## config.mk

```make
export PLATFORM = sky130hd
export DESIGN_NAME = tag_store_flat
export DESIGN_NICKNAME = d
export VERILOG_FILES = /design/src/cache_pkg.sv /design/src/fill_if.sv /design/src/tag_store.sv /design/src/flat_wrapper.sv
export VERILOG_INCLUDE_DIRS = /design/src
export SDC_FILE = /design/constraint.sdc
export NUM_CORES = 1
export LEC_CHECK = 0
export BUFFER_PORTS_ARGS = -buffer_cell sky130_fd_sc_hd__buf_4
export CORE_MARGIN = 1.5
export CORE_UTILIZATION = 60
export DETAILED_ROUTE_END_ITERATION = 6
export HOLD_SLACK_MARGIN = 0.15
export PLACE_DENSITY = 0.76
export SLEW_MARGIN = 20
export SYNTH_ARGS = -nofsm -noshare
export SYNTH_HDL_FRONTEND = slang
export SYNTH_SLANG_ARGS = --single-unit
```

## constraint.sdc

```tcl
create_clock -name clk -period 7.39 [get_ports clk]
set_input_delay 0.739 -clock clk [delete_from_list [all_inputs] [get_ports clk]]
set_output_delay 0.739 -clock clk [all_outputs]
set_load 0.02 [all_outputs]
```

## src/cache_defs.svh

```systemverilog
`ifndef CACHE_DEFS_SVH
`define CACHE_DEFS_SVH

// byte address width
`define CACHE_ADDR_W 32

// cpu and memory word width
`define CACHE_WORD_W 32

// words in one cache line
`define CACHE_LINE_WORDS 4

// sets per way
`define CACHE_SETS 16

// number of ways
// the single lru bit per set only handles two
`define CACHE_WAYS 2

`endif

```

## src/cache_pkg.sv

```systemverilog
`default_nettype none
`include "cache_defs.svh"

package cache_pkg;

   // field widths derived from the geometry
   localparam int LINE_W     = `CACHE_LINE_WORDS * `CACHE_WORD_W;
   localparam int WORD_SEL_W = $clog2(`CACHE_LINE_WORDS);
   localparam int BYTE_SEL_W = $clog2(`CACHE_WORD_W / 8);
   localparam int OFFSET_W   = WORD_SEL_W + BYTE_SEL_W;
   localparam int INDEX_W    = $clog2(`CACHE_SETS);
   localparam int TAG_W      = `CACHE_ADDR_W - INDEX_W - OFFSET_W;

   // request fsm
   typedef enum logic [1:0] {
      idle    = 2'b00,
      lookup  = 2'b01,
      refill  = 2'b10,
      respond = 2'b11
   } ctrl_state_e;

   // byte address as seen by the arrays
   typedef struct packed {
      logic [TAG_W-1:0]    tag;
      logic [INDEX_W-1:0]  index;
      logic [OFFSET_W-1:0] offset;
   } addr_split_t;

endpackage

`default_nettype wire

```

## src/fill_if.sv

```systemverilog
`timescale 1ns/100ps
`default_nettype none

interface fill_if;

   // from the controller
   logic                          start;
   logic                          uncached;
   logic                          install;
   logic                          way;
   logic [cache_pkg::INDEX_W-1:0] index;

   // from the fill buffer
   logic [cache_pkg::LINE_W-1:0]  line;
   logic                          done;

   modport filler (
      input  start, uncached,
      output line, done
   );

   modport ctrl (
      output start, uncached, install, way, index,
      input  line, done
   );

   modport sink (
      input  install, way, index, line
   );

endinterface

`default_nettype wire

```

## src/tag_store.sv

```systemverilog
`timescale 1ns/100ps
`default_nettype none
`include "cache_defs.svh"

module tag_store (
   input  logic                          clk,
   input  logic                          reset,
   input  logic [cache_pkg::INDEX_W-1:0] rd_index,
   input  logic [cache_pkg::TAG_W-1:0]   req_tag,
   input  logic                          lru_update,
   fill_if.sink                          fill,
   output logic                          hit,
   output logic                          hit_way,
   output logic                          victim_way
);

   logic [cache_pkg::TAG_W-1:0] tag_mem [`CACHE_WAYS][`CACHE_SETS];
   logic [`CACHE_SETS-1:0]      valid_mem [`CACHE_WAYS];
   logic [`CACHE_SETS-1:0]      lru_mem;

   // registered read port
   logic [cache_pkg::TAG_W-1:0] tag_q [`CACHE_WAYS];
   logic [`CACHE_WAYS-1:0]      valid_q;
   logic                        lru_q;

   logic [`CACHE_WAYS-1:0]      way_hit;

   always_ff @(posedge clk) begin
      if (reset) begin
         for (int w = 0; w < `CACHE_WAYS; w++) begin
            for (int s = 0; s < `CACHE_SETS; s++) begin
               tag_mem[w][s] <= '0;
            end
            valid_mem[w] <= '0;
            tag_q[w]     <= '0;
         end
         lru_mem <= '0;
         valid_q <= '0;
         lru_q   <= 1'b0;
      end else begin
         for (int w = 0; w < `CACHE_WAYS; w++) begin
            tag_q[w]   <= tag_mem[w][rd_index];
            valid_q[w] <= valid_mem[w][rd_index];
         end
         lru_q <= lru_mem[rd_index];

         // refill writes tag and valid into the victim way
         if (fill.install) begin
            tag_mem[fill.way][fill.index]   <= req_tag;
            valid_mem[fill.way][fill.index] <= 1'b1;
         end

         // lru points at the way not just used
         if (fill.install || lru_update) begin
            lru_mem[fill.index] <= ~fill.way;
         end
      end
   end

   // compare both ways
   always_comb begin
      for (int w = 0; w < `CACHE_WAYS; w++) begin
         way_hit[w] = valid_q[w] && (tag_q[w] == req_tag);
      end
   end

   assign hit        = |way_hit;
   assign hit_way    = way_hit[1];
   assign victim_way = lru_q;

endmodule

`default_nettype wire
```

## src/flat_wrapper.sv

```systemverilog
// flat-port wrapper written by rule: the top's interface ports become plain ports
module tag_store_flat 
  (clk, reset, rd_index, req_tag, lru_update, hit, hit_way, victim_way, fill_install, fill_way, fill_index, fill_line);
  fill_if fill_i ();
  input  logic clk;
  input  logic reset;
  input  logic [cache_pkg::INDEX_W-1:0] rd_index;
  input  logic [cache_pkg::TAG_W-1:0] req_tag;
  input  logic lru_update;
  output logic hit;
  output logic hit_way;
  output logic victim_way;
  input wire logic [$bits(fill_i.install)-1:0] fill_install;
  input wire logic [$bits(fill_i.way)-1:0] fill_way;
  input wire logic [$bits(fill_i.index)-1:0] fill_index;
  input wire logic [$bits(fill_i.line)-1:0] fill_line;
  assign fill_i.install = fill_install;
  assign fill_i.way = fill_way;
  assign fill_i.index = fill_index;
  assign fill_i.line = fill_line;
  tag_store u_core (.clk(clk), .reset(reset), .rd_index(rd_index), .req_tag(req_tag), .lru_update(lru_update), .fill(fill_i), .hit(hit), .hit_way(hit_way), .victim_way(victim_way));
endmodule
```

==> results.json <==
{
  "rows": 89,
  "route.detailed.drc": 0,
  "worstHoldPathType": "reg2reg",
  "root_buffer": "clkbuf_16",
  "port_buffers": 39,
  "setup_violations": 0,
  "critPathLaunchType": "primary input",
  "hold_buffers": 0,
  "grt.total_usage": 0.301,
  "fin_nets": 2369,
  "area_growth_pct": 10.7,
  "drt-initial-drc-count": 2667,
  "cts_resized": 0,
  "ff2ff_path_depth": 3,
  "setup_tns_ps": 0,
  "crit_top_cell": "buf_4",
  "dpl.hpwl_um": 49500,
  "synth.top_cell.area_share": 0.637,
  "cts_tree": "built",
  "cts_made_buffers": 86,
  "avgSynthCellArea_um2": 16.3,
  "io_pins": 168,
  "routed_wl_um": 91700,
  "tightestPinTransition_ps": 1180,
  "via_per_inst": 6.69,
  "finalCritPeriodShare": 0.479,
  "syn_inst": 2221,
  "p_leak_uw": 0.0145,
  "firstDrtPassIters": 7,
  "postLayoutCellArea_mm2": 0.0401,
  "grt_pass1_vias": 20730,
  "maxCapViolCount": 0,
  "cts_sinks": 867,
  "synth_area_leaders": "edfxtp_1 64%, mux4_2 10%, dfxtp_1 5.5%",
  "vdd_drop_max_mv": 0.260,
  "crit_buf_inv": 2,
  "grt_max_degree": 88,
  "antenna_found_initial": 2,
  "synth.largest_area_cell": "edfxtp_1",
  "p_per_area_mw_per_mm2": 272,
  "period_minus_slack_ps": 3540,
  "gp_congestion": 0.806,
  "max_clock_freq_ghz": 0.283,
  "critical_path_required_ps": 6650,
  "dieArea_mm2": 0.0618,
  "cp_max_fo": 18,
  "mostFrequentLayoutCells": "768 x edfxtp_1, 216 x and2_1, 164 x mux4_2",
  "crit_type": "in2out",
  "die_x_um": 249,
  "rsz0062_at_grt": "no",
  "postRouteAntennaNets": 0,
  "fin_skew_ps": 20.3,
  "slowest_delay_ps": 680,
  "vias": 20402,
  "reg2reg_slack_ps": 5920,
  "dieHeight_um": 249,
  "synth_seq_cells": 867,
  "synth-async-reset-ratio": 0,
  "grt_pass1_wl_um": 135000,
  "slew_violations": 0,
  "seqCellArea_mm2": 0.0250,
  "cts_setup_buffers": 0,
  "start_util": 0.610,
  "end_kind": "output port",
  "ys_seq_area_frac": 0.692,
  "synth_edf_count": 768,
  "h-tree-depth": 3,
  "post_drt_wl_per_cell_um": 30.1,
  "crit_family": "simple AND/OR/NAND/NOR gates",
  "path_cells": "buf_4 > xnor2_1 > nand4_1 > or4_1 > o22ai_1 > buf_4",
  "slowest_stage": "or4_1",
  "core-area_mm2": 0.0594,
  "whs_path_depth": 1,
  "clkTransAtPathRegs_ps": 60,
  "yosys_warnings": 0,
  "finalHoldViolCount": 0,
  "slew_headroom": 0.211,
  "final_common_cell": "edfxtp_1",
  "insertion_delay_ps": 650,
  "placed_area_mm2": 0.0373,
  "drive_above_1_share": 0.196,
  "cts_buffer_depth": 3,
  "grt.overflow.total": 0,
  "ys.flop_type": "edfxtp_1",
  "status": "completed",
  "worst_ep_arrival_time_ps": 2800,
  "synth_area_mm2": 0.0362,
  "multi_input_area_mm2": 0.0104,
  "cp.depth": 6,
  "yosys.cell_types.count": 48,
  "nFillCells": 3844,
  "synth_nets": 2386
}
-- flip-flops by register name, summed over array words and instances, names as in the netlist --
signal             cells
u_core.tag_mem       768
u_core.tag_q          48
u_core.valid_mem      32
u_core.lru_mem        16
u_core.valid_q         2
u_core.victim_way      1
-- synthesized netlist by cell type, drive strengths merged (6+ instances only) --
library cell	count
a21o	9
o2bb2ai	15
xor2	22
o22ai	26
mux2i	142
nor2	78
o2111ai	14
o21ai	43
nor3	14
nand3	6
inv	28
edfxtp	768
dfxtp	99
nand2	77
mux4	164
a22o	6
xnor2	26
and2	218
and3	144
buf	72
clkbuf	129
a22oi	26
o211ai	12
nor2b	8
nand4	7
a311oi	17
a211oi	11
a21oi	19
-- layer usage --
metal  global-route usage  vias to the layer above  part of all wire
met5                    0                        -                 0
li1                     -                     8501                 -
met4                0.121                        0             0.038
met3               0.0549                      236             0.087
met2                0.497                     1101              0.50
met1                0.399                    10564              0.38
-- path summary, 6_finish.rpt --
kind,start,to
max,req_tag[21],hit
min,u_core.valid_mem[0][12]$_DFF_P_,u_core.valid_mem[0][12]$_DFF_P_
max reg2reg,u_core.tag_mem[0][339]$_SDFFCE_PN0P_,u_core.tag_q[0][3]$_SDFF_PP0_
min reg2reg,u_core.valid_mem[0][12]$_DFF_P_,u_core.valid_mem[0][12]$_DFF_P_
-- metrics by stage --
| step | hold WS [ps] | util | setup slack, ps | power (µW) | std cells |
|---|---|---|---|---|---|
| after floorplan | 425 | - | 3580 | 6330 | 2221 |
| after global placement | 433 | 0.628 | 3760 | 6590 | 2889 |
| after detailed placement | 443 | 0.628 | 3610 | 6630 | 2889 |
| after CTS | 437 | 0.675 | 3810 | 10900 | 3049 |
| after global routing | 473 | 0.675 | 3840 | 11200 | 3050 |
| final | 456 | 0.675 | 3850 | 10900 | 3050 |
-- worst register-to-register path, cell delays in order, from the launching register on --
cell and delay [ps]:
edfxtp_1 400, mux4_2 450, a311oi_1 350, a21oi_1 120
-- report_power, final --
part | switching (µW) | total [µW] | internal [µW]
Sequential | 91.3 | 5740 | 5650
Combinational | 506 | 802 | 296
Clock | 1830 | 4380 | 2550
-- area by class of cell --
type | instances | share of cell area
Antenna cell | 1 | 0.0000624
Inverter | 28 | 0.00265
Sequential cell | 867 | 0.625
Tap cell | 773 | 0.0241
Timing Repair Buffer | 96 | 0.0186
Clock inverter | 39 | 0.00958
Multi-Input combinational cell | 1125 | 0.259
Clock buffer | 121 | 0.0608
-- kinds of logic (layout without fill, tap and decap cells) --
logic type	Yosys count	after routing	synth area share
buf+inv	229	284	0.0283
mux	306	306	0.141
flops	867	867	0.692
other cells	0	1	0
compound gates	201	201	0.0384
simple gates	570	570	0.0885
xor+xnor	48	48	0.0116
Power figures use the tool's default switching activity.
