[src/cache_defs.svh]
`ifndef CACHE_DEFS_SVH
`define CACHE_DEFS_SVH

// byte address width
`define CACHE_ADDR_W 32

// cpu and memory word width
`define CACHE_WORD_W 32

// words in one cache line
`define CACHE_LINE_WORDS 4

// sets per way
`define CACHE_SETS 16

// number of ways
// the single lru bit per set only handles two
`define CACHE_WAYS 2

`endif

[src/cache_pkg.sv]
`default_nettype none
`include "cache_defs.svh"

package cache_pkg;

   // field widths derived from the geometry
   localparam int LINE_W     = `CACHE_LINE_WORDS * `CACHE_WORD_W;
   localparam int WORD_SEL_W = $clog2(`CACHE_LINE_WORDS);
   localparam int BYTE_SEL_W = $clog2(`CACHE_WORD_W / 8);
   localparam int OFFSET_W   = WORD_SEL_W + BYTE_SEL_W;
   localparam int INDEX_W    = $clog2(`CACHE_SETS);
   localparam int TAG_W      = `CACHE_ADDR_W - INDEX_W - OFFSET_W;

   // request fsm
   typedef enum logic [1:0] {
      idle    = 2'b00,
      lookup  = 2'b01,
      refill  = 2'b10,
      respond = 2'b11
   } ctrl_state_e;

   // byte address as seen by the arrays
   typedef struct packed {
      logic [TAG_W-1:0]    tag;
      logic [INDEX_W-1:0]  index;
      logic [OFFSET_W-1:0] offset;
   } addr_split_t;

endpackage

`default_nettype wire

[src/mem_bus_pkg.sv]
`default_nettype none
`include "cache_defs.svh"

package mem_bus_pkg;

   // transfer type on the memory side
   typedef enum logic [2:0] {
      xfer_word = 3'b001,
      xfer_line = 3'b100
   } xfer_e;

   // counts beats up to a full line
   typedef logic [$clog2(`CACHE_LINE_WORDS + 1)-1:0] beat_count_t;

endpackage

`default_nettype wire

[src/fill_if.sv]
`timescale 1ns/100ps
`default_nettype none

interface fill_if;

   // from the controller
   logic                          start;
   logic                          uncached;
   logic                          install;
   logic                          way;
   logic [cache_pkg::INDEX_W-1:0] index;

   // from the fill buffer
   logic [cache_pkg::LINE_W-1:0]  line;
   logic                          done;

   modport filler (
      input  start, uncached,
      output line, done
   );

   modport ctrl (
      output start, uncached, install, way, index,
      input  line, done
   );

   modport sink (
      input  install, way, index, line
   );

endinterface

`default_nettype wire

[src/icache_ctrl.sv]
`timescale 1ns/100ps
`default_nettype none
`include "cache_defs.svh"

module icache_ctrl (
   input  logic                             clk,
   input  logic                             reset,
   input  logic                             ce,
   input  logic                             uncached,
   input  logic [`CACHE_ADDR_W-1:0]         addr,
   input  logic                             rdata_ready,
   input  logic                             hit,
   input  logic                             hit_way,
   input  logic                             victim_way,
   input  logic [`CACHE_WORD_W-1:0]         hit_word,
   fill_if.ctrl                             fill,
   output logic [cache_pkg::INDEX_W-1:0]    rd_index,
   output logic [cache_pkg::TAG_W-1:0]      req_tag,
   output logic [cache_pkg::WORD_SEL_W-1:0] word_sel,
   output logic                             lru_update,
   output logic [`CACHE_WORD_W-1:0]         rdata,
   output logic                             rdata_valid,
   output logic [`CACHE_ADDR_W-1:0]         mem_addr,
   output logic                             mem_ce,
   output mem_bus_pkg::xfer_e               mem_xfer
);

   cache_pkg::ctrl_state_e          state;
   cache_pkg::ctrl_state_e          state_nxt;
   cache_pkg::addr_split_t          addr_in;
   cache_pkg::addr_split_t          req;
   logic                            req_uncached;
   logic                            accept;
   logic                            hit_resp;
   logic                            fill_resp;
   logic                            handshake;
   logic [cache_pkg::WORD_SEL_W-1:0] fill_sel;
   logic [`CACHE_WORD_W-1:0]        fill_word;

   assign addr_in = addr;
   assign accept  = (state == cache_pkg::idle) && ce;

   always_comb begin
      state_nxt = state;
      unique case (state)
         cache_pkg::idle: begin
            if (ce) begin
               state_nxt = cache_pkg::lookup;
            end
         end
         cache_pkg::lookup: begin
            if (req_uncached || !hit) begin
               state_nxt = cache_pkg::refill;
            end else if (rdata_ready) begin
               state_nxt = cache_pkg::idle;
            end
         end
         cache_pkg::refill: begin
            // response already valid in the cycle done rises
            if (fill.done) begin
               state_nxt = rdata_ready ? cache_pkg::idle : cache_pkg::respond;
            end
         end
         cache_pkg::respond: begin
            if (rdata_ready) begin
               state_nxt = cache_pkg::idle;
            end
         end
      endcase
   end

   always_ff @(posedge clk) begin
      if (reset) begin
         state        <= cache_pkg::idle;
         req_uncached <= 1'b0;
      end else begin
         state <= state_nxt;
         if (accept) begin
            req_uncached <= uncached;
         end
      end
   end

   always_ff @(posedge clk) begin
      if (accept) begin
         req <= addr_in;
      end
   end

   // arrays see the incoming index in idle, the held one after
   assign rd_index = (state == cache_pkg::idle) ? addr_in.index : req.index;
   assign req_tag  = req.tag;
   assign word_sel = req.offset[cache_pkg::OFFSET_W-1:cache_pkg::BYTE_SEL_W];

   // response paths
   assign hit_resp  = (state == cache_pkg::lookup) && !req_uncached && hit;
   assign fill_resp = ((state == cache_pkg::refill) && fill.done) ||
                      (state == cache_pkg::respond);
   assign fill_sel  = req_uncached ? '0 : word_sel;
   assign fill_word = fill.line[fill_sel*`CACHE_WORD_W +: `CACHE_WORD_W];

   assign rdata_valid = hit_resp || fill_resp;
   assign rdata       = fill_resp ? fill_word : hit_word;
   assign handshake   = rdata_valid && rdata_ready;

   // install and lru move only on the handshake
   assign lru_update   = handshake && !req_uncached;
   assign fill.install = handshake && fill_resp && !req_uncached;
   assign fill.way     = fill_resp ? victim_way : hit_way;
   assign fill.index   = req.index;
   assign fill.start   = accept;
   assign fill.uncached = req_uncached;

   // memory request held until the last beat is in
   assign mem_ce   = (state == cache_pkg::refill) && !fill.done;
   assign mem_addr = req_uncached ? req :
                     {req.tag, req.index, {cache_pkg::OFFSET_W{1'b0}}};
   assign mem_xfer = req_uncached ? mem_bus_pkg::xfer_word : mem_bus_pkg::xfer_line;

endmodule

`default_nettype wire

[src/flat_wrapper.sv]
// flat-port wrapper written by rule: the top's interface ports become plain ports
module icache_ctrl_flat 
  (clk, reset, ce, uncached, addr, rdata_ready, hit, hit_way, victim_way, hit_word, rd_index, req_tag, word_sel, lru_update, rdata, rdata_valid, mem_addr, mem_ce, mem_xfer, fill_start, fill_uncached, fill_install, fill_way, fill_index, fill_line, fill_done);
  fill_if fill_i ();
  input  logic clk;
  input  logic reset;
  input  logic ce;
  input  logic uncached;
  input  logic [`CACHE_ADDR_W-1:0] addr;
  input  logic rdata_ready;
  input  logic hit;
  input  logic hit_way;
  input  logic victim_way;
  input  logic [`CACHE_WORD_W-1:0] hit_word;
  output logic [cache_pkg::INDEX_W-1:0] rd_index;
  output logic [cache_pkg::TAG_W-1:0] req_tag;
  output logic [cache_pkg::WORD_SEL_W-1:0] word_sel;
  output logic lru_update;
  output logic [`CACHE_WORD_W-1:0] rdata;
  output logic rdata_valid;
  output logic [`CACHE_ADDR_W-1:0] mem_addr;
  output logic mem_ce;
  output mem_bus_pkg::xfer_e mem_xfer;
  output wire logic [$bits(fill_i.start)-1:0] fill_start;
  output wire logic [$bits(fill_i.uncached)-1:0] fill_uncached;
  output wire logic [$bits(fill_i.install)-1:0] fill_install;
  output wire logic [$bits(fill_i.way)-1:0] fill_way;
  output wire logic [$bits(fill_i.index)-1:0] fill_index;
  input wire logic [$bits(fill_i.line)-1:0] fill_line;
  input wire logic [$bits(fill_i.done)-1:0] fill_done;
  assign fill_start = fill_i.start;
  assign fill_uncached = fill_i.uncached;
  assign fill_install = fill_i.install;
  assign fill_way = fill_i.way;
  assign fill_index = fill_i.index;
  assign fill_i.line = fill_line;
  assign fill_i.done = fill_done;
  icache_ctrl u_core (.clk(clk), .reset(reset), .ce(ce), .uncached(uncached), .addr(addr), .rdata_ready(rdata_ready), .hit(hit), .hit_way(hit_way), .victim_way(victim_way), .hit_word(hit_word), .fill(fill_i), .rd_index(rd_index), .req_tag(req_tag), .word_sel(word_sel), .lru_update(lru_update), .rdata(rdata), .rdata_valid(rdata_valid), .mem_addr(mem_addr), .mem_ce(mem_ce), .mem_xfer(mem_xfer));
endmodule
[config.mk]
export PLATFORM = sky130hd
export DESIGN_NAME = icache_ctrl_flat
export DESIGN_NICKNAME = d
export VERILOG_FILES = /design/src/cache_pkg.sv /design/src/mem_bus_pkg.sv /design/src/fill_if.sv /design/src/icache_ctrl.sv /design/src/flat_wrapper.sv
export VERILOG_INCLUDE_DIRS = /design/src
export SDC_FILE = /design/constraint.sdc
export NUM_CORES = 1
export LEC_CHECK = 0
export BUFFER_PORTS_ARGS = -buffer_cell sky130_fd_sc_hd__buf_2
export CAP_MARGIN = 40
export CORE_MARGIN = 2
export CORE_UTILIZATION = 27
export CTS_CLUSTER_SIZE = 25
export DETAILED_ROUTE_END_ITERATION = 8
export PLACE_DENSITY = 0.61
export SYNTH_ARGS = -nofsm -noshare
export SYNTH_HDL_FRONTEND = slang
export SYNTH_SLANG_ARGS = --single-unit
[constraint.sdc]
create_clock -name clk -period 1.85 [get_ports clk]
set_input_delay 0 -clock clk [delete_from_list [all_inputs] [get_ports clk]]
set_output_delay 0 -clock clk [all_outputs]
set_load 0.1 [all_outputs]
==> out/qor.yml <==
outcome: "finished, final reports clean"
required_ns: 1.85
slew_viol_final: 0
mappedNetlistNets: 589
ys_seq_elements: 35
clkTransAtPathRegs_ns: 0.06
drt_iter0_drc: 209
synth_area_leader_cell: "edfxtp_1"
grt_pass1_vias: 3919
leakage_nw: 2.71
yosysUniqueCellTypes: 31
grt_max_degree: 51
cts_root_buffer: "clkbuf_16"
drc: 0
syn_area_per_cell_sq_um: 9.16
switching_share_pct: 50.6
fin_crit_ns: 1.82
final_cell_mix: "buf_2 (271), buf_12 (42), nand2_1 (37), dlygate4sd3_1 (34), edfxtp_1 (32)"
final_antenna_net_count: 0
clk_path_buf_depth: 2
syn-cell-area_sq_mm: 0.00355
vias: 3945
final_common_cell: "buf_2"
start_kind: "register"
post_drt_wl_per_cell_microns: 16.4
seqPwrFrac_pct: 21.2
final.setup.tns_ns: 0
clk-insertion-delay-late_ns: 0.27
clock-sinks: 35
grt-ovfl-total: 0
grt_pass1_wl_microns: 19700
internal-power_w: 0.00232
powerDensity_mw_per_mm2: 769
worstSetupPathType: "register to output pin"
synth_edf_count: 32
die_x_microns: 119
h-tree-depth: 2
crit_path_end_kind: "output pin"
vias_per_cell: 4.72
hold_path.class: "input port to register"
drive_gt1_share_pct: 62.0
synth_warnings: 0
hold_slack_ns: 0.0227
syn_inst: 388
ys_top_cells_by_area: "edfxtp_1 (27%), buf_4 (14%), mux2i_1 (9.0%)"
fin_skew_ns: 0.00527
yosysTopAreaCellShare_pct: 27.0
cp_cell_sequence: "buf_6 > clkbuf_16 > nand2b_1 > a21oi_2 > o22a_1 > buf_12"
worst_slack_ns: 0.0321
cp_max_fo: 23
power.combinational.fraction_pct: 61.3
critical_path_arrival_ns: 1.82
drtPass1Iterations: 4
p_switching_w: 0.00237
antenna_found_initial: 0
die_y_microns: 119
dpl_worst_slack_ns: 0.140
slowest_stage: "edfxtp_1"
n_antenna_cell: 0
fin_total_pwr_w: 0.00469
core-area_sq_mm: 0.0127
fin_area_sq_mm: 0.00610
port_buffers: 307
numCtsBuffers: 5
area_delta_synth_final_pct: 71.7
synth_flop_cell: "edfxtp_1"
placed_area_sq_mm: 0.00544
start_util_pct: 27.9
cts_tree: "yes"
hold_viol: 0
vdd_drop_max_uv: 491
setup_violations: 0
post-route-period-util_pct: 98.3
rows: 41
rsz0062_at_grt: "yes"
seq_area_frac_synth_pct: 28.7
max_cap_viol_count: 0
dpl.hpwl_microns: 10200
ioPinCount: 309
dieArea_sq_mm: 0.0141
fmax_mhz: 550
slowest_delay_ns: 0.51
final_nets: 863
async_reset_ff_share_pct: 0
clkPwrFrac_pct: 17.5
track_usage_pct: 17.3
drt_wl_total_microns: 13700
gp_congestion: 0.839
-- cells by family (layout without fill, tap and decap cells) --
logic type / after synthesis / after routing / synth area share [%]
compound gates: 103 / 103 / 22.5
buf+inv: 95 / 370 / 19.3
flops: 35 / 35 / 28.7
mux: 37 / 37 / 10.7
other cells: 1 / 1 / 0.106
simple gates: 117 / 117 / 18.7
-- synth_stat cells (2+ instances only) --
cell type  instances
a21oi_1           33
a31oi_1            2
and2_1             5
buf_1              2
buf_2              9
buf_4             67
buf_6              5
clkbuf_1           8
dfxtp_1            3
edfxtp_1          32
inv_1              2
mux2_2             4
mux2i_1           32
nand2_1           38
nand2b_1          33
nand3b_1          31
nor2_1             7
o211ai_1          15
o211ai_2          16
o21ai_0            3
o22a_1            31
-- what timing repair did --
item | 4_1_cts | 5_1_grt
hold buffers | 34 | 0
pin swaps | 2 | 13
endpoints found under the setup margin | 3 | 18
resized for setup | 5 | 20
buffers inserted | 3 | 2
gates cloned | 1 | 1
hold endpoints to repair | 35 | 0
-- through the flow --
stage	std cells	utilization, %
2_1_floorplan	388	-
3_3_place_gp	787	42.7
3_5_place_dp	787	42.7
4_1_cts	833	47.2
5_1_grt	835	48.0
6_report	835	48.0
-- routing by layer --
layer	share of wire, %	GRT usage (%)
met5	0	0
met4	1.9	4.76
met3	6.5	3.81
met2	53	32.1
met1	39	19.7
-- power groups by stage --
stage / clock network, W / registers [W] / logic (W)
after floorplan: 0 / 0.00100 / 0.00211
after global placement: 0 / 0.00100 / 0.00274
after detailed placement: 0 / 0.00101 / 0.00276
after CTS: 0.000828 / 0.000991 / 0.00285
after global routing: 0.000870 / 0.00100 / 0.00297
final: 0.000821 / 0.000992 / 0.00288
-- final timing paths --
kind | startpoint | endpoint | slack, ns | depth (start not counted)
max reg2reg | u_core.state[1] | u_core.fill.uncached | 0.45 | 6
min reg2reg | u_core.state[1] | u_core.state[1] | 0.59 | 2
max | u_core.word_sel[0] | rdata[27] | 0.03 | 6
min | ce | u_core.state[0] | 0.02 | 3
-- registers in the layout, summed over array words and instances, names as in the netlist --
name	count
u_core.state	2
u_core.req_tag	24
u_core.word_sel	2
u_core.fill.uncached	1
u_core.req	2
u_core.fill.index	4
-- area by class of cell --
| type | count | area [sq um] |
|---|---|---|
| flip-flops and latches | 35 | 1030 |
| repair buffers | 360 | 2690 |
| clock inverters | 3 | 20.0 |
| multi-input cells | 258 | 2010 |
| clock buffers | 5 | 125 |
| well taps | 172 | 215 |
| inverters | 2 | 15.0 |
| fillers | 1222 | 6620 |
-- worst max-delay path, delay by kind of cell, from the launching register on --
kind	cells	cell delay, ns
buf+inv	3	0.55
flops	1	0.51
compound gates	2	0.32
simple gates	1	0.16
No activity file was read; power rests on OpenSTA's default activity.
