`src/cache_defs.svh`:
```
`ifndef CACHE_DEFS_SVH
`define CACHE_DEFS_SVH

// byte address width
`define CACHE_ADDR_W 32

// cpu and memory word width
`define CACHE_WORD_W 32

// words in one cache line
`define CACHE_LINE_WORDS 4

// sets per way
`define CACHE_SETS 16

// number of ways
// the single lru bit per set only handles two
`define CACHE_WAYS 2

`endif

```
`src/cache_pkg.sv`:
```
`default_nettype none
`include "cache_defs.svh"

package cache_pkg;

   // field widths derived from the geometry
   localparam int LINE_W     = `CACHE_LINE_WORDS * `CACHE_WORD_W;
   localparam int WORD_SEL_W = $clog2(`CACHE_LINE_WORDS);
   localparam int BYTE_SEL_W = $clog2(`CACHE_WORD_W / 8);
   localparam int OFFSET_W   = WORD_SEL_W + BYTE_SEL_W;
   localparam int INDEX_W    = $clog2(`CACHE_SETS);
   localparam int TAG_W      = `CACHE_ADDR_W - INDEX_W - OFFSET_W;

   // request fsm
   typedef enum logic [1:0] {
      idle    = 2'b00,
      lookup  = 2'b01,
      refill  = 2'b10,
      respond = 2'b11
   } ctrl_state_e;

   // byte address as seen by the arrays
   typedef struct packed {
      logic [TAG_W-1:0]    tag;
      logic [INDEX_W-1:0]  index;
      logic [OFFSET_W-1:0] offset;
   } addr_split_t;

endpackage

`default_nettype wire

```
`src/mem_bus_pkg.sv`:
```
`default_nettype none
`include "cache_defs.svh"

package mem_bus_pkg;

   // transfer type on the memory side
   typedef enum logic [2:0] {
      xfer_word = 3'b001,
      xfer_line = 3'b100
   } xfer_e;

   // counts beats up to a full line
   typedef logic [$clog2(`CACHE_LINE_WORDS + 1)-1:0] beat_count_t;

endpackage

`default_nettype wire

```
`src/fill_if.sv`:
```
`timescale 1ns/100ps
`default_nettype none

interface fill_if;

   // from the controller
   logic                          start;
   logic                          uncached;
   logic                          install;
   logic                          way;
   logic [cache_pkg::INDEX_W-1:0] index;

   // from the fill buffer
   logic [cache_pkg::LINE_W-1:0]  line;
   logic                          done;

   modport filler (
      input  start, uncached,
      output line, done
   );

   modport ctrl (
      output start, uncached, install, way, index,
      input  line, done
   );

   modport sink (
      input  install, way, index, line
   );

endinterface

`default_nettype wire

```
`src/line_fill_buffer.sv`:
```
`timescale 1ns/100ps
`default_nettype none
`include "cache_defs.svh"

module line_fill_buffer (
   input  logic                     clk,
   input  logic                     reset,
   input  logic [`CACHE_WORD_W-1:0] mem_rdata,
   input  logic                     mem_rdata_valid,
   fill_if.filler                   fill
);

   localparam mem_bus_pkg::beat_count_t LAST_BEAT =
      mem_bus_pkg::beat_count_t'(`CACHE_LINE_WORDS - 1);

   mem_bus_pkg::beat_count_t     beat_count;
   logic                         done_q;
   logic [cache_pkg::LINE_W-1:0] line_q;
   logic                         take_beat;

   // beats after done are ignored until the next start
   assign take_beat = mem_rdata_valid && !done_q;

   always_ff @(posedge clk) begin
      if (reset) begin
         beat_count <= '0;
         done_q     <= 1'b0;
      end else if (fill.start) begin
         beat_count <= '0;
         done_q     <= 1'b0;
      end else if (take_beat) begin
         beat_count <= beat_count + 1'b1;
         if (fill.uncached || beat_count == LAST_BEAT) begin
            done_q <= 1'b1;
         end
      end
   end

   // beats enter at the top so the first one ends up in word 0
   always_ff @(posedge clk) begin
      if (take_beat) begin
         if (fill.uncached) begin
            // single word goes straight to word 0
            line_q <= {{(cache_pkg::LINE_W - `CACHE_WORD_W){1'b0}}, mem_rdata};
         end else begin
            line_q <= {mem_rdata, line_q[cache_pkg::LINE_W-1:`CACHE_WORD_W]};
         end
      end
   end

   assign fill.line = line_q;
   assign fill.done = done_q;

endmodule

`default_nettype wire

```
`src/flat_wrapper.sv`:
```
// flat-port wrapper written by rule: the top's interface ports become plain ports
module line_fill_buffer_flat 
  (clk, reset, mem_rdata, mem_rdata_valid, fill_start, fill_uncached, fill_line, fill_done);
  fill_if fill_i ();
  input  logic clk;
  input  logic reset;
  input  logic [`CACHE_WORD_W-1:0] mem_rdata;
  input  logic mem_rdata_valid;
  input wire logic [$bits(fill_i.start)-1:0] fill_start;
  input wire logic [$bits(fill_i.uncached)-1:0] fill_uncached;
  output wire logic [$bits(fill_i.line)-1:0] fill_line;
  output wire logic [$bits(fill_i.done)-1:0] fill_done;
  assign fill_i.start = fill_start;
  assign fill_i.uncached = fill_uncached;
  assign fill_line = fill_i.line;
  assign fill_done = fill_i.done;
  line_fill_buffer u_core (.clk(clk), .reset(reset), .mem_rdata(mem_rdata), .mem_rdata_valid(mem_rdata_valid), .fill(fill_i));
endmodule
```
`config.mk`:
```
export PLATFORM = sky130hd
export DESIGN_NAME = line_fill_buffer_flat
export DESIGN_NICKNAME = d
export VERILOG_FILES = /design/src/cache_pkg.sv /design/src/mem_bus_pkg.sv /design/src/fill_if.sv /design/src/line_fill_buffer.sv /design/src/flat_wrapper.sv
export VERILOG_INCLUDE_DIRS = /design/src
export SDC_FILE = /design/constraint.sdc
export NUM_CORES = 1
export LEC_CHECK = 0
export ABC_AREA = 1
export BUFFER_PORTS_ARGS = -buffer_cell sky130_fd_sc_hd__buf_2
export CORE_ASPECT_RATIO = 1.5
export CORE_MARGIN = 3
export CORE_UTILIZATION = 40
export CTS_CLUSTER_SIZE = 25
export DETAILED_ROUTE_END_ITERATION = 10
export PLACE_DENSITY_LB_ADDON = 0.3
export SYNTH_ARGS = -nofsm -noshare
export SYNTH_HDL_FRONTEND = slang
export SYNTH_SLANG_ARGS = --single-unit
```
`constraint.sdc`:
```
create_clock -name clk -period 6.15 [get_ports clk]
set_input_delay 0.615 -clock clk [delete_from_list [all_inputs] [get_ports clk]]
set_output_delay 0.615 -clock clk [all_outputs]
set_load 0.03 [all_outputs]
```
==> flow_metrics.env, run 1 <==
export IMPL_status="complete, no violations"
export IMPL_drt_iter0_drc=178
export IMPL_grt_pass1_wl_mm=16.9
export IMPL_wirelength_mm=10.4
export IMPL_slew_viol_final=0
export IMPL_power_leakage_nw=3.07
export IMPL_avgSynthCellArea_um2=12.2
export IMPL_grt_max_degree=83
export IMPL_synth_top_area_share_pct=73.8
export IMPL_relSlewSlack_pct=37.0
export IMPL_cts_setup_buffers=0
export IMPL_arrival_ns=2.13
export IMPL_fmax_ghz=0.495
export IMPL_crit_family="buffers and inverters"
export IMPL_cts_tree="yes"
export IMPL_netlist_area_um2=5200
export IMPL_gp_congestion=0.725
export IMPL_yosys_warnings=0
export IMPL_fp_dieH_um=146
export IMPL_min_period_ns=2.02
export IMPL_setup_viol_count_final=0
export IMPL_dieArea_um2=14400
export IMPL_endpoint_kind="register"
export IMPL_crit_top_cell="buf_4"
export IMPL_place_ws_ns=3.73
export IMPL_numPortBuffers=165
export IMPL_via_count=3392
export IMPL_startpoint_type="input pin"
export IMPL_cpPeakStageDelay_ns=0.71
export IMPL_worst_slack_ns=4.13
export IMPL_max_cap_violations=0
export IMPL_skew_ns=0.00684
export IMPL_htreeDepth=4
export IMPL_grt_overflow=0
export IMPL_path_buf_inv=2
export IMPL_synth_cell_types=14
export IMPL_synth_nets=467
export IMPL_start_util_pct=41.2
export IMPL_postPlaceCellArea_um2=6090
export IMPL_tightest_slew_ns=0.945
export IMPL_path_cells="buf_4, buf_4, a21oi_1"
export IMPL_use_met3_pct=4.36
export IMPL_antenna_found_initial=0
export IMPL_critical_path_class="in -> reg"
export IMPL_fin_area_um2=6610
export IMPL_power_mw=2.26
export IMPL_combPwrFrac_pct=12.1
export IMPL_synthTopCellsByArea="edfxtp_1 74%, nor2_1 9.7%, inv_1 7.2%"
export IMPL_rows=50
export IMPL_num_antenna_cells=0
export IMPL_gr_usage_all_layers_pct=15.0
export IMPL_fin_nets=636
export IMPL_cts_resized=0
export IMPL_worst_path_max_delay_cell="buf_4"
export IMPL_dr_pass1_iters=4
export IMPL_pwr_density_cell_nw_per_um2=341
export IMPL_min_path_type="in -> reg"
export IMPL_cp_max_fo=82
export IMPL_async_flop_share_pct=0
export IMPL_cts_hold_buf=0
export IMPL_finalHoldViolCount=0
export IMPL_top_usage_layer="met2"
export IMPL_root_buffer="clkbuf_16"
export IMPL_drive_above_1_share_pct=32.1
export IMPL_insertion_delay_ns=0.40
export IMPL_post_route_drc_count=0
export IMPL_hpwl_mm=7.13
export IMPL_viasPerCell=4.43
export IMPL_seq_power_share_pct=48.2
export IMPL_syn_inst=428
export IMPL_synthTopCellsByCount="135 x nor2_1, 128 x edfxtp_1, 100 x inv_1, 33 x a21oi_1, 11 x buf_6"
export IMPL_ant_nets=0
export IMPL_pwr_share_clk_pct=39.6
export IMPL_globalRouteMet1Util_pct=17.4
export IMPL_postLayoutCoreUtil_pct=52.3
export IMPL_p_switching_mw=0.578
export IMPL_core_um2=12600
export IMPL_ir_drop_uv=174
export IMPL_yosysMostFrequentCell="nor2_1"
export IMPL_area_growth_pct=27.1
export IMPL_wl_per_cell_um=13.5
export IMPL_cp_data_required_time_ns=6.26
export IMPL_cts_sinks=132
export IMPL_synth_edff_count=128
export IMPL_synth_seq_cells=132
export IMPL_cts_buffer_depth=2
export IMPL_die_w_um=99.1
export IMPL_ios=166
export IMPL_synth_ff_type="edfxtp_1"
export IMPL_grt_pass1_vias=3390
export IMPL_clk_pin_slew_ns=0.05
export IMPL_fin_setup_tns_ns=0
export IMPL_grt_use_met2_pct=25.0
export IMPL_fin_crit_sh_pct=32.9
export IMPL_rsz0062_at_grt="false"
export IMPL_synth_top_area_cell="edfxtp_1"
export IMPL_netSwitchingFraction_pct=25.6
export IMPL_cts_made_buffers=17
export IMPL_ys_seq_area_share_pct=75.4
export IMPL_internal_power_mw=1.68
-- final timing paths --
kind / startpoint / endpoint / slack, ns / depth (start not counted)
max: fill_uncached / u_core.fill.line[14] / 4.13 / 3
min: reset / u_core.fill.done / 0.48 / 4
max reg2reg: u_core.fill.done / u_core.fill.line[17] / 4.53 / 2
min reg2reg: u_core.beat_count[2] / u_core.beat_count[2] / 0.49 / 2
-- state kept, by name, indices dropped and copies added (netlist names) --
name and count:
u_core.fill.line 128, u_core.beat_count 3, u_core.fill.done 1
-- power groups by stage --
stage                     Clock, mW  Sequential (mW)  Combinational [mW]
after CTS                     0.916             1.09               0.278
final                         0.894             1.09               0.273
after detailed placement          0             1.11               0.277
after global placement            0             1.11               0.271
after global routing          0.960             1.09               0.297
after floorplan                   0             1.23              0.0792
-- worst reg2reg max path, cell delays in order, from the launching register on --
cell and delay [ns]:
dfxtp_1 0.34, nor2_4 0.11, buf_4 0.71
-- per-layer routing --
metal | vias to the layer above | share of wire (%)
met1 | 1573 | 40
met3 | 17 | 5.9
li1 | 1693 | -
met5 | - | 0
met4 | 0 | 2.1
met2 | 109 | 52
-- cells in the final DEF, fill, tap and decap left out, types with 3 or more instances in the layout --
cell,Yosys,routed
nand2_1,3,3
clkbuf_16,0,17
clkbuf_1,0,3
nor2_1,135,135
dfxtp_1,4,4
clkinvlp_4,0,3
buf_2,3,164
buf_4,4,4
inv_1,100,100
clkinv_2,0,6
a21oi_1,33,33
edfxtp_1,128,128
-- kinds of logic (layout without fill, tap and decap cells) --
group,after synthesis,after routing,synth area share [%]
buffers and inverters,118,300,10.5
AOI/OAI and AO/OA,34,34,3.27
adders and majority gates,2,2,0.481
and+or+nand+nor,142,142,10.4
DFF,132,132,75.4
-- per-stage QoR --
stage	std cells	hold WS (ns)
after floorplan	428	0.455
after CTS	766	0.464
after global routing	766	0.486
after detailed placement	734	0.483
final	766	0.482
after global placement	734	0.467
-- layout make-up --
cell class / instances / area (um^2)
clock inverters: 12 / 90.1
flip-flops and latches: 132 / 3920
well taps: 156 / 195
multi-input cells: 178 / 742
inverters: 100 / 375
repair buffers: 168 / 851
fillers: 1144 / 6020
clock buffers: 20 / 437
(Power assumes the default switching activity.)
==> run 2, diff against run 1 <==
- clock period: 6.15 -> 1.7 ns (I/O delays scaled with it)
==> run 2 against run 1 <==
Register-to-register slack got worse by 4.1 ns. Non-clock buffer count rose by 5. Critical path depth is 1 lower. Sequential share of layout area fell by 1.7 points. Worst hold slack lost 0.46 ns. Wire length is 0.97% higher. First-iteration DRC count decreased by 15%. Clock skew decreased by 0.00056 ns. Final area grew 3.1%. Setup slack worse by 3.7 ns. Global-route usage rose by 0.29 points. Combinational power increased to 3.7 times the previous value. Critical path type is now reg -> reg.
==> flow_metrics.env, run 2 (same netlist as run 1, synthesis figures left out) <==
export IMPL_status="complete, no violations"
export IMPL_setup_viol_count_final=0
export IMPL_cp_max_fo=68
export IMPL_grt_overflow=0
export IMPL_regArea_um2=3930
export IMPL_htreeDepth=4
export IMPL_worst_slack_ns=0.473
export IMPL_ant_nets=0
export IMPL_reg2reg_from="u_core.fill.done"
export IMPL_tightest_slew_ns=0.510
export IMPL_cp_data_required_time_ns=1.76
export IMPL_die_w_um=99.1
export IMPL_relSlewSlack_pct=66.0
export IMPL_clk_pin_slew_ns=0.05
export IMPL_cts_resized=0
export IMPL_num_antenna_cells=0
export IMPL_via_count=3391
export IMPL_dr_pass1_iters=4
export IMPL_cts_made_buffers=17
export IMPL_cts_setup_buffers=0
export IMPL_wl_per_cell_um=13.6
export IMPL_skew_ns=0.00628
export IMPL_cts_hold_buf=0
export IMPL_drive_above_1_share_pct=33.3
export IMPL_max_cap_violations=0
export IMPL_drt_iter0_drc=151
export IMPL_ios=166
export IMPL_root_buffer="clkbuf_16"
export IMPL_grt_max_degree=69
export IMPL_min_path_type="in -> reg"
export IMPL_critical_path_class="reg -> reg"
export IMPL_multi_input_area_um2=742
export IMPL_fp_dieH_um=146
export IMPL_grt_pass1_vias=3376
export IMPL_post_route_drc_count=0
export IMPL_numPortBuffers=165
export IMPL_wirelength_mm=10.5
export IMPL_cts_tree="yes"
export IMPL_final_cell_mix="164 x buf_2, 135 x nor2_1, 128 x edfxtp_1"
export IMPL_hpwl_mm=7.30
export IMPL_rows=50
export IMPL_min_delay_start="reset"
export IMPL_arrival_ns=1.28
export IMPL_rsz0062_at_grt="false"
export IMPL_ir_drop_uv=673
export IMPL_insertion_delay_ns=0.40
export IMPL_endpoint_kind="register"
export IMPL_cts_buffer_depth=2
export IMPL_cts_sinks=132
export IMPL_fin_setup_tns_ns=0
export IMPL_dieArea_um2=14400
export IMPL_largest_reg_flops=128
export IMPL_area_growth_pct=31.0
export IMPL_min_period_ns=1.23
export IMPL_fmax_ghz=0.815
export IMPL_fin_crit_sh_pct=72.2
export IMPL_power_leakage_nw=3.16
export IMPL_antenna_found_initial=0
export IMPL_core_um2=12600
export IMPL_fin_nets=641
export IMPL_grt_pass1_wl_mm=17.1
export IMPL_gp_congestion=0.786
export IMPL_place_ws_ns=0.459
export IMPL_pwr_density_cell_nw_per_um2=1280
export IMPL_slew_viol_final=0
export IMPL_final_common_cell="buf_2"
export IMPL_startpoint="u_core.fill.done"
export IMPL_fill_cells=1146
export IMPL_startpoint_type="register"
export IMPL_start_util_pct=41.2
export IMPL_viasPerCell=4.40
export IMPL_finalHoldViolCount=0
export IMPL_gr_usage_all_layers_pct=15.2
## run 2: per-stage QoR
stage	instances	util, %	hold slack (ns)	instance area, um^2	total power, mW
floorplan	428	-	0.315	5210	4.71
global placement	739	49.1	0.425	6200	5.01
detailed placement	739	49.1	0.438	6200	5.04
CTS	771	54.0	0.00639	6820	8.82
global route	771	54.0	0.0435	6820	9.08
finish	771	54.0	0.0253	6820	8.71
## run 2: where the power goes
group | internal, mW | switching [mW] | total, mW
registers | 3.84 | 0.0966 | 3.93
logic | 0.276 | 0.748 | 1.02
clock network | 2.45 | 1.31 | 3.76
total | 6.56 | 2.16 | 8.71
## run 2: area by class of cell
| class | instances | share of cell area (%) |
|---|---|---|
| clock buffers | 18 | 6.29 |
| flip-flops and latches | 132 | 57.6 |
| clock inverters | 14 | 2.72 |
| repair buffers | 173 | 14.1 |
| well taps | 156 | 2.86 |
| multi-input cells | 178 | 10.9 |
| inverters | 100 | 5.51 |
## run 2: worst paths after layout
kind / endpoint / slack [ns] / cells past startpoint
worst max-delay path: u_core.fill.line[109] / 0.47 / 2
worst min-delay path: u_core.fill.done / 0.03 / 4
worst max register to register: u_core.fill.line[109] / 0.47 / 2
worst min register to register: u_core.beat_count[2] / 0.48 / 2
## run 2: routing by layer
metal | GRT usage, % | vias up | wire, um
met5 | 0 | - | 0
met1 | 18.0 | 1561 | 4200
li1 | - | 1701 | -
met2 | 25.4 | 113 | 5380
met3 | 4.51 | 16 | 684
met4 | 6.97 | 0 | 211
## run 2: worst max-delay path, stage by stage, from the launching register on
cell     delay [ns]
dfxtp_4        0.35
nor2_4         0.15
buf_12         0.32
